File: config.mk
export PLATFORM = sky130hd
export DESIGN_NAME = sha512_wb_regs
export DESIGN_NICKNAME = d
export VERILOG_FILES = /design/src/source/sha512_pkg.sv /design/src/source/sha512_wb_regs.sv
export VERILOG_INCLUDE_DIRS = /design/src /design/src/source
export SDC_FILE = /design/constraint.sdc
export NUM_CORES = 1
export LEC_CHECK = 0
export BUFFER_PORTS_ARGS = -buffer_cell sky130_fd_sc_hd__buf_2
export CAP_MARGIN = 20
export CORE_AREA = 2 2 245 247
export DETAILED_ROUTE_END_ITERATION = 8
export DIE_AREA = 0 0 247 249
export PLACE_DENSITY = 0.39
export SLEW_MARGIN = 30
export SYNTH_ARGS = -nofsm -noshare
export SYNTH_HDL_FRONTEND = slang
export SYNTH_SLANG_ARGS = --single-unit
File: constraint.sdc
create_clock -name clk -period 2.8 [get_ports clk]
set_input_delay 0.7 -clock clk [delete_from_list [all_inputs] [get_ports clk]]
set_output_delay 0.7 -clock clk [all_outputs]
set_load 0.01 [all_outputs]
File: src/source/sha512_defines.svh
// Widths, round count and Wishbone address map of the SHA-512 peripheral
`ifndef SHA512_DEFINES_SVH
`define SHA512_DEFINES_SVH

`define SHA512_WORD_W      32
`define SHA512_BLOCK_WORDS 32
`define SHA512_ROUNDS      80
`define SHA512_ADR_W       5
`define SHA512_ADR_CTRL    5'd0
`define SHA512_ADR_DATA    5'd1
`define SHA512_ADR_HASH    5'd16
`define SHA512_CTRL_START  0
`define SHA512_CTRL_END    1
`define SHA512_STAT_BUSY   0
`define SHA512_STAT_READY  1

`endif

File: src/source/sha512_pkg.sv
// Word types shared by the SHA-512 blocks
// Round constants and initial hash value of FIPS 180-4
`include "sha512_defines.svh"

package sha512_pkg;

  // One Wishbone data word or one word of the block stream
  typedef logic [`SHA512_WORD_W-1:0] sha512_word_t;

  // Native algorithm word
  typedef logic [63:0] sha512_dword_t;

  // Valid bytes minus one, the valid bytes sit in the upper end of the word
  typedef logic [1:0] sha512_byte_cnt_t;

  // Round constants K0 to K79
  localparam sha512_dword_t sha512_k [0:79] = '{
    64'h428a2f98d728ae22, 64'h7137449123ef65cd, 64'hb5c0fbcfec4d3b2f, 64'he9b5dba58189dbbc,
    64'h3956c25bf348b538, 64'h59f111f1b605d019, 64'h923f82a4af194f9b, 64'hab1c5ed5da6d8118,
    64'hd807aa98a3030242, 64'h12835b0145706fbe, 64'h243185be4ee4b28c, 64'h550c7dc3d5ffb4e2,
    64'h72be5d74f27b896f, 64'h80deb1fe3b1696b1, 64'h9bdc06a725c71235, 64'hc19bf174cf692694,
    64'he49b69c19ef14ad2, 64'hefbe4786384f25e3, 64'h0fc19dc68b8cd5b5, 64'h240ca1cc77ac9c65,
    64'h2de92c6f592b0275, 64'h4a7484aa6ea6e483, 64'h5cb0a9dcbd41fbd4, 64'h76f988da831153b5,
    64'h983e5152ee66dfab, 64'ha831c66d2db43210, 64'hb00327c898fb213f, 64'hbf597fc7beef0ee4,
    64'hc6e00bf33da88fc2, 64'hd5a79147930aa725, 64'h06ca6351e003826f, 64'h142929670a0e6e70,
    64'h27b70a8546d22ffc, 64'h2e1b21385c26c926, 64'h4d2c6dfc5ac42aed, 64'h53380d139d95b3df,
    64'h650a73548baf63de, 64'h766a0abb3c77b2a8, 64'h81c2c92e47edaee6, 64'h92722c851482353b,
    64'ha2bfe8a14cf10364, 64'ha81a664bbc423001, 64'hc24b8b70d0f89791, 64'hc76c51a30654be30,
    64'hd192e819d6ef5218, 64'hd69906245565a910, 64'hf40e35855771202a, 64'h106aa07032bbd1b8,
    64'h19a4c116b8d2d0c8, 64'h1e376c085141ab53, 64'h2748774cdf8eeb99, 64'h34b0bcb5e19b48a8,
    64'h391c0cb3c5c95a63, 64'h4ed8aa4ae3418acb, 64'h5b9cca4f7763e373, 64'h682e6ff3d6b2b8a3,
    64'h748f82ee5defb2fc, 64'h78a5636f43172f60, 64'h84c87814a1f0ab72, 64'h8cc702081a6439ec,
    64'h90befffa23631e28, 64'ha4506cebde82bde9, 64'hbef9a3f7b2c67915, 64'hc67178f2e372532b,
    64'hca273eceea26619c, 64'hd186b8c721c0c207, 64'heada7dd6cde0eb1e, 64'hf57d4f7fee6ed178,
    64'h06f067aa72176fba, 64'h0a637dc5a2c898a6, 64'h113f9804bef90dae, 64'h1b710b35131c471b,
    64'h28db77f523047d84, 64'h32caab7b40c72493, 64'h3c9ebe0a15c9bebc, 64'h431d67c49c100d4c,
    64'h4cc5d4becb3e42b6, 64'h597f299cfc657e2a, 64'h5fcb6fab3ad6faec, 64'h6c44198c4a475817
  };

  // Initial hash value H0 to H7
  localparam sha512_dword_t sha512_iv [0:7] = '{
    64'h6a09e667f3bcc908, 64'hbb67ae8584caa73b,
    64'h3c6ef372fe94f82b, 64'ha54ff53a5f1d36f1,
    64'h510e527fade682d1, 64'h9b05688c2b3e6c1f,
    64'h1f83d9abfb41bd6b, 64'h5be0cd19137e2179
  };

endpackage

File: src/source/sha512_wb_regs.sv
// Wishbone classic slave of the SHA-512 peripheral
// Decodes control, data, status and digest accesses
`timescale 1ns/1ps
`include "sha512_defines.svh"

module sha512_wb_regs import sha512_pkg::*; (
  input  logic                     clk,
  input  logic                     rst,
  input  logic                     cyc,
  input  logic                     stb,
  input  logic                     we,
  input  logic [`SHA512_ADR_W-1:0] adr,
  input  logic [3:0]               sel,
  input  sha512_word_t             dat_w,
  output sha512_word_t             dat_r,
  output logic                     ack,
  output logic                     msg_start,
  output logic                     msg_end,
  output logic                     msg_valid,
  output sha512_word_t             msg_data,
  output sha512_byte_cnt_t         msg_size,
  input  logic                     ready,
  input  logic                     busy,
  input  logic [511:0]             digest
);

  logic         req;
  logic         adr_ctrl;
  logic         adr_data;
  logic         adr_hash;
  logic         ctrl_wr;
  logic         data_wr;
  logic         ack_next;
  logic [3:0]   hash_idx;
  sha512_word_t status;
  sha512_word_t rd_word;

  // The ack cycle itself is not a new request
  assign req      = cyc && stb && !ack;
  assign adr_ctrl = adr == `SHA512_ADR_CTRL;
  assign adr_data = adr == `SHA512_ADR_DATA;
  assign adr_hash = adr >= `SHA512_ADR_HASH;
  assign ctrl_wr  = req && we && adr_ctrl;
  assign data_wr  = req && we && adr_data;

  // Commands last only the single request cycle
  assign msg_start = ctrl_wr && dat_w[`SHA512_CTRL_START];
  assign msg_end   = ctrl_wr && dat_w[`SHA512_CTRL_END];
  assign msg_valid = data_wr;
  assign msg_data  = dat_w;

  // Leading set byte selects give the size of a tail word
  always_comb begin
    casez (sel)
      4'b1111: msg_size = 2'd3;
      4'b1110: msg_size = 2'd2;
      4'b110?: msg_size = 2'd1;
      default: msg_size = 2'd0;
    endcase
  end

  // Data writes stall until the padder takes the word
  assign ack_next = data_wr ? ready : req;

  always_comb begin
    status = '0;
    status[`SHA512_STAT_BUSY]  = busy;
    status[`SHA512_STAT_READY] = ready;
  end

  // Word 16 maps to the top of the digest
  assign hash_idx = ~adr[3:0];
  assign rd_word  = adr_hash ? digest[{hash_idx, 5'b00000} +: 32] :
                    adr_ctrl ? status : '0;

  always_ff @(posedge clk or posedge rst) begin
    if (rst) begin
      ack <= 1'b0;
    end else begin
      ack <= ack_next;
    end
  end

  always_ff @(posedge clk) begin
    if (req && !we) begin
      dat_r <= rd_word;
    end
  end

endmodule

==> results.json <==
{
  "seqPwrFrac": 0.241,
  "dp_hpwl_mm": 38.6,
  "io_buffer_count": 569,
  "vdd_drop_max_v": 0.000180,
  "setup_viol": 0,
  "switchingPower_uw": 842,
  "rsz0062_at_grt": "no",
  "outcome": "complete, no violations",
  "drt-total-wl_mm": 44.1,
  "endpoint_kind": "flop",
  "finalHoldViolCount": 0,
  "grt_overflow": 0,
  "fin_tns_setup_ps": 0,
  "reg2regPathDepth": 3,
  "synth_cell_type_count": 28,
  "path_max_fanout": 27,
  "first_pass_iters": 4,
  "rows": 89,
  "yosysWarnings": 0,
  "swShare": 0.350,
  "rrSetupSlack_ps": 1320,
  "wire_per_inst_um": 24.8,
  "netlist_area_um2": 5580,
  "clk_path_buf_depth": 2,
  "final.min_clock_period_ps": 2480,
  "grt_pass1_vias": 7388,
  "worstSetupPathType": "in2reg",
  "path_cells": "buf_8 -> buf_12 -> buf_4 -> mux2i_1 -> buf_4 -> a22oi_1 -> a32oi_2 -> o21ai_0",
  "fin_worst_skew_ps": 11.1,
  "via_per_inst": 3.91,
  "maxSlewViolCount": 0,
  "ys_seq_elements": 33,
  "groute.usage.overall": 0.135,
  "fmax_mhz": 403,
  "layout_worst_path_cycle_share": 0.886,
  "pwr-share-comb": 0.497,
  "synthCells": 469,
  "drc": 0,
  "power_mw": 2.40,
  "cts.clk_slew.worst_paths_ps": 70,
  "dieHeight_um": 249,
  "synth_fp_nets": 1029,
  "worstMarginPinSlew_ps": 814,
  "critPathMostFrequentCell": "buf_4",
  "grt_pass1_wl_mm": 56.6,
  "slowest_stage": "a32oi_2",
  "rr_startpoint": "ack$_DFF_PP0_",
  "hold_path.class": "in2async",
  "fin_area_um2": 9370,
  "htreeDepth": 2,
  "numCtsBuffers": 5,
  "synth_edf_count": 32,
  "floorplan.initialDensity": 0.0950,
  "place_area_um2": 9210,
  "gp_congestion": 0.914,
  "antenna_left": 0,
  "max_slew_margin": 0.458,
  "required_ps": 2840,
  "insertion_delay_ps": 320,
  "slowest_delay_ps": 420,
  "vias": 6933,
  "cts_sinks": 33,
  "avgSynthCellArea_um2": 11.9,
  "p_int_mw": 1.56,
  "r2r_end": "dat_r[24]$_SDFFCE_PN0P_",
  "clkPwrFrac": 0.261,
  "synth_ff_type": "edfxtp_1",
  "cts_tree": "done",
  "fp.dieW_um": 247,
  "ios": 630,
  "syn_to_final_growth_pct": 68.0,
  "cts-root-buf": "clkbuf_16",
  "power.density_nw_per_um2": 256,
  "drv_cap": 0,
  "cts_setup_buffers": 0,
  "initialDrtViolationCount": 257,
  "core_um2": 58700,
  "nNetsFinal": 1554,
  "start_kind": "primary input",
  "async_flop_share": 0.0303,
  "drive_gt1_frac": 0.717,
  "die-area_um2": 61500,
  "yosysSeqAreaShare": 0.177,
  "grt_max_degree": 63,
  "antenna_found_initial": 33,
  "p_leak_nw": 4.24,
  "critPathArrivalTime_ps": 2520
}
[repair_timing]
action | 4_1_cts | 5_1_grt
endpoints found under the hold margin | 0 | 0
setup endpoints to repair | 1 | 0
hold buffers | 0 | 0
resized for setup | 1 | 0
[cells in the mapped netlist, types with 3 or more instances]
cell type  number  area, um2
mux4_2         94       2120
mux2i_1        70        701
nand2_1        50        188
buf_4          41        308
edfxtp_1       32        961
a22oi_1        18        135
a32oi_1        18        158
clkbuf_1       18       67.6
nand4_1        17        106
o211ai_1       16        120
and3_1         15       93.8
a221o_1        14        140
a22o_1         14        123
buf_6          12        135
buf_2          10       50.1
nor2_1          8       30.0
and2_1          3       18.8
buf_1           3       11.3
nor2b_1         3       18.8
[placed cells by master, fill, tap and decap left out, types with 2 or more instances in the layout]
cell type,netlist,layout
a221o_1,14,14
a22o_1,14,14
a22oi_1,18,18
a32oi_1,18,17
and3_1,15,15
and4_1,2,2
buf_12,0,7
buf_2,10,567
buf_4,41,29
clkbuf_16,0,5
diode_2,0,7
edfxtp_1,32,32
inv_1,2,2
mux2i_1,70,70
mux4_2,94,94
nand2_1,50,50
nand4_1,17,17
nor2_1,8,5
nor2_4,0,3
nor2b_2,0,2
o211ai_1,16,16
o21ai_0,2,2
[worst max-delay path by stage]
stage	start	endpoint	slack, ps	cells past startpoint
after floorplan	adr[0]	msg_end	350	6
after global placement	adr[0]	dat_r[0]$_DFFE_PP_	-360	8
after detailed placement	adr[0]	dat_r[0]$_DFFE_PP_	-370	8
after CTS	adr[0]	dat_r[0]$_DFFE_PP_	220	8
after global routing	adr[0]	dat_r[0]$_DFFE_PP_	130	8
final	adr[0]	dat_r[0]$_DFFE_PP_	320	8
[layer usage]
| metal | vias up | wire length [um] | track usage |
|---|---|---|---|
| li1 | 3022 | - | - |
| met1 | 3314 | 16100 | 0.144 |
| met2 | 504 | 22200 | 0.245 |
| met3 | 77 | 3770 | 0.0374 |
| met4 | 16 | 1910 | 0.0585 |
| met5 | - | 92 | 0 |
[power by group through the flow]
stage	clock network, mW	logic (mW)	registers, mW
after global routing	0.695	1.28	0.581
after floorplan	0	0.617	0.598
after CTS	0.696	1.21	0.581
final	0.628	1.20	0.580
after global placement	0	1.20	0.592
after detailed placement	0	1.20	0.592
[cell type report]
class,count,area [um2]
Antenna cell,7,17.5
Clock buffer,6,129
Clock inverter,1,3.75
Fill cell,6656,49300
Inverter,2,7.51
Multi-Input combinational cell,348,4050
Sequential cell,33,986
Tap cell,773,967
Timing Repair Buffer,604,3210
[cell families after synthesis]
group | Yosys count | share of synthesized area
muxes | 164 | 0.505
AOI/OAI and AO/OA | 83 | 0.124
buffers and inverters | 88 | 0.106
DFF | 33 | 0.177
and+or+nand+nor | 101 | 0.0886
[worst max-delay path: cells and delay by family]
| family | cells | cell delay (ps) |
|---|---|---|
| buffers and inverters | 4 | 780 |
| AOI/OAI and AO/OA | 3 | 660 |
| muxes | 1 | 310 |
[stage by stage]
step	std cells	setup WS, ps	utilization	hold slack, ps
final	1774	320	0.160	206
after global placement	1760	-362	0.157	538
after detailed placement	1760	-374	0.157	538
after global routing	1772	131	0.160	189
after CTS	1767	224	0.159	172
after floorplan	469	347	-	429
[flip-flops by register name (all words and copies together) (netlist names)]
signal,flops
dat_r,32
ack,1
Note: power is estimated with default switching activity, not from simulation.
