File: src/source/sha512_defines.svh
// Widths, round count and Wishbone address map of the SHA-512 peripheral
`ifndef SHA512_DEFINES_SVH
`define SHA512_DEFINES_SVH

`define SHA512_WORD_W      32
`define SHA512_BLOCK_WORDS 32
`define SHA512_ROUNDS      80
`define SHA512_ADR_W       5
`define SHA512_ADR_CTRL    5'd0
`define SHA512_ADR_DATA    5'd1
`define SHA512_ADR_HASH    5'd16
`define SHA512_CTRL_START  0
`define SHA512_CTRL_END    1
`define SHA512_STAT_BUSY   0
`define SHA512_STAT_READY  1

`endif

File: src/source/sha512_pkg.sv
// Word types shared by the SHA-512 blocks
// Round constants and initial hash value of FIPS 180-4
`include "sha512_defines.svh"

package sha512_pkg;

  // One Wishbone data word or one word of the block stream
  typedef logic [`SHA512_WORD_W-1:0] sha512_word_t;

  // Native algorithm word
  typedef logic [63:0] sha512_dword_t;

  // Valid bytes minus one, the valid bytes sit in the upper end of the word
  typedef logic [1:0] sha512_byte_cnt_t;

  // Round constants K0 to K79
  localparam sha512_dword_t sha512_k [0:79] = '{
    64'h428a2f98d728ae22, 64'h7137449123ef65cd, 64'hb5c0fbcfec4d3b2f, 64'he9b5dba58189dbbc,
    64'h3956c25bf348b538, 64'h59f111f1b605d019, 64'h923f82a4af194f9b, 64'hab1c5ed5da6d8118,
    64'hd807aa98a3030242, 64'h12835b0145706fbe, 64'h243185be4ee4b28c, 64'h550c7dc3d5ffb4e2,
    64'h72be5d74f27b896f, 64'h80deb1fe3b1696b1, 64'h9bdc06a725c71235, 64'hc19bf174cf692694,
    64'he49b69c19ef14ad2, 64'hefbe4786384f25e3, 64'h0fc19dc68b8cd5b5, 64'h240ca1cc77ac9c65,
    64'h2de92c6f592b0275, 64'h4a7484aa6ea6e483, 64'h5cb0a9dcbd41fbd4, 64'h76f988da831153b5,
    64'h983e5152ee66dfab, 64'ha831c66d2db43210, 64'hb00327c898fb213f, 64'hbf597fc7beef0ee4,
    64'hc6e00bf33da88fc2, 64'hd5a79147930aa725, 64'h06ca6351e003826f, 64'h142929670a0e6e70,
    64'h27b70a8546d22ffc, 64'h2e1b21385c26c926, 64'h4d2c6dfc5ac42aed, 64'h53380d139d95b3df,
    64'h650a73548baf63de, 64'h766a0abb3c77b2a8, 64'h81c2c92e47edaee6, 64'h92722c851482353b,
    64'ha2bfe8a14cf10364, 64'ha81a664bbc423001, 64'hc24b8b70d0f89791, 64'hc76c51a30654be30,
    64'hd192e819d6ef5218, 64'hd69906245565a910, 64'hf40e35855771202a, 64'h106aa07032bbd1b8,
    64'h19a4c116b8d2d0c8, 64'h1e376c085141ab53, 64'h2748774cdf8eeb99, 64'h34b0bcb5e19b48a8,
    64'h391c0cb3c5c95a63, 64'h4ed8aa4ae3418acb, 64'h5b9cca4f7763e373, 64'h682e6ff3d6b2b8a3,
    64'h748f82ee5defb2fc, 64'h78a5636f43172f60, 64'h84c87814a1f0ab72, 64'h8cc702081a6439ec,
    64'h90befffa23631e28, 64'ha4506cebde82bde9, 64'hbef9a3f7b2c67915, 64'hc67178f2e372532b,
    64'hca273eceea26619c, 64'hd186b8c721c0c207, 64'heada7dd6cde0eb1e, 64'hf57d4f7fee6ed178,
    64'h06f067aa72176fba, 64'h0a637dc5a2c898a6, 64'h113f9804bef90dae, 64'h1b710b35131c471b,
    64'h28db77f523047d84, 64'h32caab7b40c72493, 64'h3c9ebe0a15c9bebc, 64'h431d67c49c100d4c,
    64'h4cc5d4becb3e42b6, 64'h597f299cfc657e2a, 64'h5fcb6fab3ad6faec, 64'h6c44198c4a475817
  };

  // Initial hash value H0 to H7
  localparam sha512_dword_t sha512_iv [0:7] = '{
    64'h6a09e667f3bcc908, 64'hbb67ae8584caa73b,
    64'h3c6ef372fe94f82b, 64'ha54ff53a5f1d36f1,
    64'h510e527fade682d1, 64'h9b05688c2b3e6c1f,
    64'h1f83d9abfb41bd6b, 64'h5be0cd19137e2179
  };

endpackage

File: src/source/sha512_padder.sv
// Message sequencer of the SHA-512 peripheral
// Copies message words, appends the 1 bit, zero fill and 128-bit length,
// and streams whole 32-word blocks to the compression core
`timescale 1ns/1ps
`include "sha512_defines.svh"

module sha512_padder import sha512_pkg::*; (
  input  logic             clk,
  input  logic             rst,
  input  logic             msg_start,
  input  logic             msg_end,
  input  logic             msg_valid,
  input  sha512_word_t     msg_data,
  input  sha512_byte_cnt_t msg_size,
  output logic             ready,
  output logic             busy,
  output logic             blk_valid,
  output logic             blk_first,
  output sha512_word_t     blk_word,
  input  logic             core_busy
);

  typedef enum logic [1:0] {ST_IDLE, ST_COPY, ST_WAIT, ST_PAD} state_t;

  state_t       state;
  state_t       state_next;
  logic [4:0]   word_cnt;
  logic [127:0] bit_len;
  logic         need_one;
  logic         closed;
  logic         ended;
  logic         end_pend;
  logic         first_pend;
  logic [6:0]   pad_left;
  logic         accept;
  logic         pad_emit;
  logic         chunk_done;
  logic         full_word;
  logic [5:0]   chunk_left;
  logic [6:0]   pad_total;
  sha512_word_t copy_word;
  sha512_word_t pad_word;

  // A partial word closes the copy phase, and a pending end must be served first
  assign ready      = (state == ST_COPY) && !core_busy && !closed && !end_pend;
  assign accept     = msg_valid && ready;
  assign pad_emit   = (state == ST_PAD) && !core_busy;
  assign chunk_done = word_cnt == 5'(`SHA512_BLOCK_WORDS - 1);
  assign full_word  = msg_size == 2'd3;
  assign busy       = state != ST_IDLE;

  // Words still free in this block, counted before the word being taken
  assign chunk_left = 6'(`SHA512_BLOCK_WORDS) - {1'b0, word_cnt};
  // Too little room for the 1 bit and the length words adds one more block
  assign pad_total  = (chunk_left < (full_word ? 6'd6 : 6'd5)) ?
                      {1'b0, chunk_left} + 7'(`SHA512_BLOCK_WORDS) :
                      {1'b0, chunk_left};

  // The 1 bit goes directly behind the last valid byte
  always_comb begin
    case (msg_size)
      2'd0:    copy_word = {msg_data[31:24], 1'b1, 23'd0};
      2'd1:    copy_word = {msg_data[31:16], 1'b1, 15'd0};
      2'd2:    copy_word = {msg_data[31:8], 1'b1, 7'd0};
      default: copy_word = msg_data;
    endcase
  end

  // The last four pad words carry the bit length, most significant first
  always_comb begin
    case (pad_left)
      7'd4:    pad_word = bit_len[127:96];
      7'd3:    pad_word = bit_len[95:64];
      7'd2:    pad_word = bit_len[63:32];
      7'd1:    pad_word = bit_len[31:0];
      default: pad_word = {need_one, 31'd0};
    endcase
  end

  // Accepted words pass to the core in the same cycle
  assign blk_valid = accept || pad_emit;
  assign blk_word  = pad_emit ? pad_word : copy_word;
  assign blk_first = blk_valid && first_pend;

  always_comb begin
    state_next = state;
    case (state)
      ST_IDLE: state_next = ST_IDLE;
      ST_COPY: begin
        if (end_pend) begin
          state_next = ST_PAD;
        end else if (accept && chunk_done) begin
          state_next = ST_WAIT;
        end
      end
      ST_WAIT: begin
        // Leave only once the core has finished the block
        if (!core_busy) begin
          if (!ended) begin
            state_next = ST_COPY;
          end else if (pad_left == 7'd0) begin
            state_next = ST_IDLE;
          end else begin
            state_next = ST_PAD;
          end
        end
      end
      ST_PAD: begin
        if (pad_emit && chunk_done) begin
          state_next = ST_WAIT;
        end
      end
      default: state_next = ST_IDLE;
    endcase
    // A start command restarts the sequencer from any state
    if (msg_start) begin
      state_next = ST_COPY;
    end
  end

  always_ff @(posedge clk or posedge rst) begin
    if (rst) begin
      state      <= ST_IDLE;
      word_cnt   <= '0;
      bit_len    <= '0;
      need_one   <= 1'b1;
      closed     <= 1'b0;
      ended      <= 1'b0;
      end_pend   <= 1'b0;
      first_pend <= 1'b0;
      pad_left   <= '0;
    end else begin
      state <= state_next;
      if (msg_start) begin
        word_cnt   <= '0;
        bit_len    <= '0;
        need_one   <= 1'b1;
        closed     <= 1'b0;
        ended      <= 1'b0;
        end_pend   <= 1'b0;
        first_pend <= 1'b1;
        // An empty message pads one whole block
        pad_left   <= 7'(`SHA512_BLOCK_WORDS);
      end else begin
        // The end command may arrive during compression, so it is held until copy
        if (msg_end) begin
          end_pend <= 1'b1;
        end else if (state == ST_COPY && end_pend) begin
          end_pend <= 1'b0;
          ended    <= 1'b1;
        end
        if (blk_valid) begin
          word_cnt   <= word_cnt + 5'd1;
          first_pend <= 1'b0;
        end
        if (accept) begin
          bit_len  <= bit_len + {122'd0, ({1'b0, msg_size} + 3'd1), 3'b000};
          need_one <= full_word;
          closed   <= !full_word;
          pad_left <= pad_total - 7'd1;
        end
        if (pad_emit) begin
          need_one <= 1'b0;
          pad_left <= pad_left - 7'd1;
        end
      end
    end
  end

endmodule

File: config.mk
export PLATFORM = sky130hd
export DESIGN_NAME = sha512_padder
export DESIGN_NICKNAME = d
export VERILOG_FILES = /design/src/source/sha512_pkg.sv /design/src/source/sha512_padder.sv
export VERILOG_INCLUDE_DIRS = /design/src /design/src/source
export SDC_FILE = /design/constraint.sdc
export NUM_CORES = 1
export LEC_CHECK = 0
export ABC_AREA = 1
export ABC_CLOCK_PERIOD_IN_PS = 4540
export BUFFER_PORTS_ARGS = -buffer_cell sky130_fd_sc_hd__buf_2
export CORE_AREA = 3 3 148 150
export DETAILED_ROUTE_END_ITERATION = 10
export DIE_AREA = 0 0 151 153
export PLACE_DENSITY = 0.73
export SYNTH_ARGS = -nofsm -noshare
export SYNTH_HDL_FRONTEND = slang
export SYNTH_SLANG_ARGS = --single-unit
export TNS_END_PERCENT = 5
File: constraint.sdc
create_clock -name clk -period 4.54 [get_ports clk]
set_clock_uncertainty 0.15 [all_clocks]
set_input_delay 0.681 -clock clk [delete_from_list [all_inputs] [get_ports clk]]
set_output_delay 0.681 -clock clk [all_outputs]
set_load 0.01 [all_outputs]
==> run metrics, run 1 <==
Mapped Avg Cell Area just over 6 um^2; crit path from pad_left[0]$_DFFE_PP0P_; Routed Antenna Nets 0; number of distinct library cells after synthesis 46; Root Driver clkbuf_16; antenna cells 0; multiplexer share of the synthesized area 0%; Worst R2R End bit_len[62]$_DFFE_PP0P_; antenna violations before repair 0; startpoint type of the worst setup path flop; syn_nets 1898; DP HPWL 36000 um; clock-pin slew on the worst setup and hold paths approximately 70 ps; Net Switching between 0.001 and 0.0015 W; gr usage total roughly two fifths; slew margin rel. between 20 and 30%; Finished Layout Cells 2201; Post-CTS Setup Bufs 0; main combinational cell family by area after synthesis simple AND/OR/NAND/NOR gates; area share of the largest cell type after synthesis between 30% and 40%; reg-to-reg slack, setup between 1500 and 2000 ps; Tightest Pin Transition between 1000 and 1500 ps; worst reg2reg path depth 8; initial core utilization a little over half; register area share after synthesis between 30% and 40%; CTS H-tree depth 4; Synth async-reset ratio 100%; gpl congestion 1.05; compound-cell area share of the yosys netlist about a tenth; setup TNS 0 ps; DRT Pass-1 Iters 9; Vias ~13000; Mapped Cells roughly 1800; global-route wire length before repair a little under 70000 um; IO Pins 76; HP Class in2async; DP Area 12000 um^2; Clk Latency, worst-skew pair approximately 440 ps; total CTS buffers 17; gr ovfl total 0; # Max-Cap Violations 0; RSZ-0062 raised after global routing false; DRT Wirelength ~46000 um; Die X-Extent roughly 150 um; core area between 20000 and 25000 um^2; Area Growth Syn to Fin 11.1%; Post-route DRC 0; crit path to blk_word[7]; CP required 3710 ps; total placed cells including tap cells between 2000 and 2500; xor/xnor share of the synthesized area less than 1%; Pins Over Slew Limit 0; Final nets roughly 2000; pwr dens between 200 and 300 nW/um^2; Leak 5.20 nW; Sw Share 35.3%; Die Y between 150 and 200 um; CTS tree done; vias in the first global route ~12000; CTS Buffer Depth 2; Final WS setup 709 ps; period utilization 84.4%; Port Buf Inserts 75; largest net degree at the start of global routing 85; fraction of power consumed by the clock network 39.7%; PostCTS Resize Cnt 0; outcome finished, final reports clean; Initial DRC Count 1553; WS Path Type reg2out; pre-CTS setup slack 1280 ps; die area around 23000 um^2; top post-synthesis cells by area dfrtp_1 32%, nand2_1 20%, nor2_1 12%, inv_1 6.1%, nand3_1 5.4%; Mapped Area roughly 11000 um^2; post-synthesis simple-gate area fraction between 40 and 50%; CTS hold repair buffers 0; Avg WL per Cell 20.8 um; total power 0.00363 W; top_reg_cell synth dfrtp_1; Reg power frac about 38%; fraction of layout cells with a size suffix above 1 between 10% and 20%; Adder-Cell Fraction of Synth Area 1.95%; post-route design area between 10000 and 15000 um^2; clock sink count around 140; number of synthesized register bits about 140; # rows 53; combinational fraction of design power roughly 22%; CP Max Fanout 18; maximum vdd drop between 200 and 300 uV; vias per inst slightly below 6; crit path DAT roughly 3000 ps; Pint ~0.0024 W; number of flops mapped to enable cells by yosys 0; worst flop-to-flop path startpoint closed$_DFFE_PP0P_; Final Hold Viols 0; crit path time final about 3800 ps; # setup viols final 0; f_max 261 MHz; Yosys warning total 0; cell taking the most area after synthesis dfrtp_1; nature of the critical path endpoint output pin
[how the worst min path moves through the flow]
stage	to	slack, ps	start
floorplan	closed$_DFFE_PP0P_	300	closed$_DFFE_PP0P_
global placement	need_one$_DFFE_PP1P_	350	need_one$_DFFE_PP1P_
detailed placement	need_one$_DFFE_PP1P_	360	need_one$_DFFE_PP1P_
CTS	bit_len[12]$_DFFE_PP0P_	360	rst
global route	bit_len[36]$_DFFE_PP0P_	390	rst
finish	bit_len[10]$_DFFE_PP0P_	330	rst
[critical path: stages, from the launching register on]
cell and delay [ps]:
dfrtp_1 410, inv_1 100, ha_1 240, nand2_1 90, nor2_1 40, nand2_1 590
inv_2 380, a22o_1 290, o21ai_0 170, nand2_1 70, buf_2 140
[cells in the mapped netlist (all sizes together) (15+ instances only)]
cell type	count
o2111ai	25
nor3	29
nand4	51
nand3	129
nor2	412
a21oi	78
o21ai	68
inv	190
clkbuf	15
dfrtp	143
nand2	608
buf	21
ha	16
[cell type report]
class / count / area [um^2]
inverters: 192 / 726
clock inverters: 14 / 143
flip-flops and latches: 144 / 3600
well taps: 275 / 344
multi-input cells: 1469 / 6810
clock buffers: 18 / 429
repair buffers: 89 / 493
fillers: 2105 / 8280
[state kept, by name (all words and copies together) (netlist names)]
name / flops
bit_len: 125
closed: 1
end_pend: 1
ended: 1
first_pend: 1
need_one: 1
pad_left: 7
state: 2
word_cnt: 5
[power by group through the flow]
| stage | combinational, W | sequential (W) | clock [W] |
|---|---|---|---|
| 3_3_place_gp | 0.000776 | 0.00140 | 0 |
| 3_5_place_dp | 0.000795 | 0.00140 | 0 |
| 4_1_cts | 0.000800 | 0.00138 | 0.00144 |
| 2_1_floorplan | 0.000560 | 0.00139 | 0 |
| 5_1_grt | 0.000905 | 0.00139 | 0.00150 |
| 6_report | 0.000809 | 0.00138 | 0.00144 |
[placed cells by master (no fill, tap or decap), drive strengths merged, types with 2 or more instances in the layout]
master    count
xor2          5
clkbuf       18
dfrtp       143
nand4        51
nand3b        2
o2111ai      25
clkinvlp      3
nor3b         8
o21a          4
o22ai         9
and2          5
nand3       129
a31oi         8
nor2        412
nor4          2
buf          89
clkinv        6
and3          3
a21oi        78
inv         196
nand2       608
ha           16
nor3         29
o21ai        68
[metrics by stage]
step / hold WS [ps] / util [%]
floorplan: 304 / -
global placement: 346 / 57.5
detailed placement: 359 / 57.5
CTS: 356 / 60.2
global route: 386 / 60.2
finish: 328 / 60.2
[layer usage]
layer  global-route usage (%)  share of wire (%)  vias to the layer above  routed length, um
met2                     58.6                 42                      834              19500
li1                         -                  -                     6078                  -
met5                        0                  0                        -                  0
met1                     54.6                 39                     6068              18100
met4                     21.5                6.4                        0               2920
met3                     9.19                 12                      159               5380
[kinds of logic after synthesis]
family / count (synthesis)
compound gates: 195
xor+xnor: 6
fa+ha+maj: 17
buf+inv: 228
simple gates: 1251
flops: 144
(Power assumes the default switching activity.)
==> inputs of run 2 (changes only) <==
- ABC_CLOCK_PERIOD_IN_PS: 4540 -> 3100
- clock period: 4.54 -> 3.1 ns (I/O delays scaled with it)
==> run metrics, run 2 (same netlist as run 1, synthesis figures left out) <==
outcome finished, final reports clean; CTS hold repair buffers 0; global-route wire length before repair between 60000 and 70000 um; CP Max Fanout 20; worst flop-to-flop path startpoint word_cnt[1]$_DFFE_PP0P_; gr usage total 39.7%; slew margin rel. between 40% and 50%; Final nets between 1500 and 2000; fraction of layout cells with a size suffix above 1 ~11%; fillers about 2100; DRT Pass-1 Iters 5; Area Growth Syn to Fin 12.5%; maximum vdd drop just over 400 uV; biggest regs bit_len x125, pad_left x7, word_cnt x5; CTS Buffer Depth 2; pwr dens around 430 nW/um^2; total CTS buffers 17; antenna cells 0; area of the multi-input gates 6820 um^2; Die X-Extent 151 um; DRT Wirelength 45600 um; Final Hold Viols 0; crit path DAT 2380 ps; Clk Latency, worst-skew pair 440 ps; clock-pin slew on the worst setup and hold paths approximately 70 ps; Pins Over Slew Limit 0; CTS tree done; antenna violations before repair 0; pre-CTS setup slack 243 ps; Tightest Pin Transition about 810 ps; total power 0.00543 W; # rows 53; max FFs per register around 130; HP Class in2async; WS Path Type reg2out; CTS H-tree depth 4; IO Pins 76; startpoint type of the worst setup path flop; Leak roughly 5.3 nW; register area around 3600 um^2; Biggest register bit_len; reg-to-reg slack, setup roughly 600 ps; commonest non-fill, non-tap cell in the layout nand2_1; vias in the first global route 12062; Die Y 153 um; gpl congestion ~1.1; crit path time final 2990 ps; f_max between 300 and 400 MHz; core area between 20000 and 25000 um^2; gr ovfl total 0; initial core utilization about 54%; Post-route DRC 0; CP required 2480 ps; Final WS setup around 110 ps; Routed Antenna Nets 0; # setup viols final 0; # Max-Cap Violations 0; DP HPWL 35600 um; Worst R2R End pad_left[6]$_DFFE_PP0P_; RSZ-0062 raised after global routing true; Port Buf Inserts 75; Avg WL per Cell between 20 and 25 um; period utilization 96.5%; Initial DRC Count around 1500; Post-CTS Setup Bufs 0; clock sink count 144; Vias roughly 13000; worst reg2reg path depth 13; die area 23100 um^2; Root Driver clkbuf_16; vias per inst 5.96; most frequent cells in the layout 595 x nand2_1, 365 x nor2_1, 182 x inv_1, 143 x dfrtp_1, 122 x nand3_1; nature of the critical path endpoint output pin; largest net degree at the start of global routing 119
==> run 2: changes by cell type in the layout (fill, tap and decap cells not counted), moves of 3 or more <==
cell / delta
buf_4: +8
o21ai_1: +3
clkinvlp_4: +4
o21ai_0: -3
inv_6: -6
buf_12: +3
==> run 2: how the worst max path moves through the flow <==
stage	startpoint	to	slack, ps	depth (start not counted)
after floorplan	word_cnt[0]$_DFFE_PP0P_	pad_left[6]$_DFFE_PP0P_	640	14
after global placement	msg_size[0]	bit_len[124]$_DFFE_PP0P_	310	14
after detailed placement	msg_size[1]	bit_len[115]$_DFFE_PP0P_	240	12
after CTS	pad_left[4]$_DFFE_PP0P_	blk_word[21]	70	11
after global routing	pad_left[4]$_DFFE_PP0P_	blk_word[30]	-30	12
final	pad_left[4]$_DFFE_PP0P_	blk_word[12]	110	11
==> run 2: where the power goes <==
part	internal [W]	total (W)	switching [W]
Combinational	0.000390	0.00123	0.000838
Sequential	0.00195	0.00201	0.0000651
Clock	0.00127	0.00219	0.000914
==> run 2: critical path: stages (launching register included) <==
cell and delay, ps:
dfrtp_1 410, nor2_1 160, nand2_1 80, inv_2 120, nand4_1 220, clkinv_1 170
buf_8 190, nand2_1 130, o2111ai_1 180, nand2_1 90, nand2_1 60, buf_2 120
==> run 2: metal layers <==
layer  global-route usage (%)  vias to the layer above  part of all wire, %
met5                        0                        -                    0
met4                     20.7                        0                  6.0
met3                     7.44                      169                   11
met2                     58.4                      790                   42
met1                     55.4                     6126                   41
li1                         -                     6077                    -
==> run 2: per-stage QoR <==
stage          cells  instance area [um^2]  TNS (ps)  hold slack, ps  util, %
3_3_place_gp    2181                 12100         0             339     58.1
2_1_floorplan   1841                 11300         0             304        -
4_1_cts         2210                 12700         0            47.6     60.9
5_1_grt         2210                 12700     -26.9            79.1     61.0
6_report        2210                 12700         0            17.4     61.0
3_5_place_dp    2181                 12100         0             340     58.1
==> run 2: cell type report <==
type                    count  area share, %
multi-input cells        1469           53.7
flip-flops and latches    144           28.4
inverters                 192           5.73
repair buffers            101           4.94
clock buffers              19           3.48
well taps                 275           2.71
clock inverters            10           1.10
==> run 2: what timing repair did <==
item,4_1_cts,5_1_grt
hold endpoints to repair,0,0
gates resized for setup,0,11
endpoints found under the setup margin,0,23
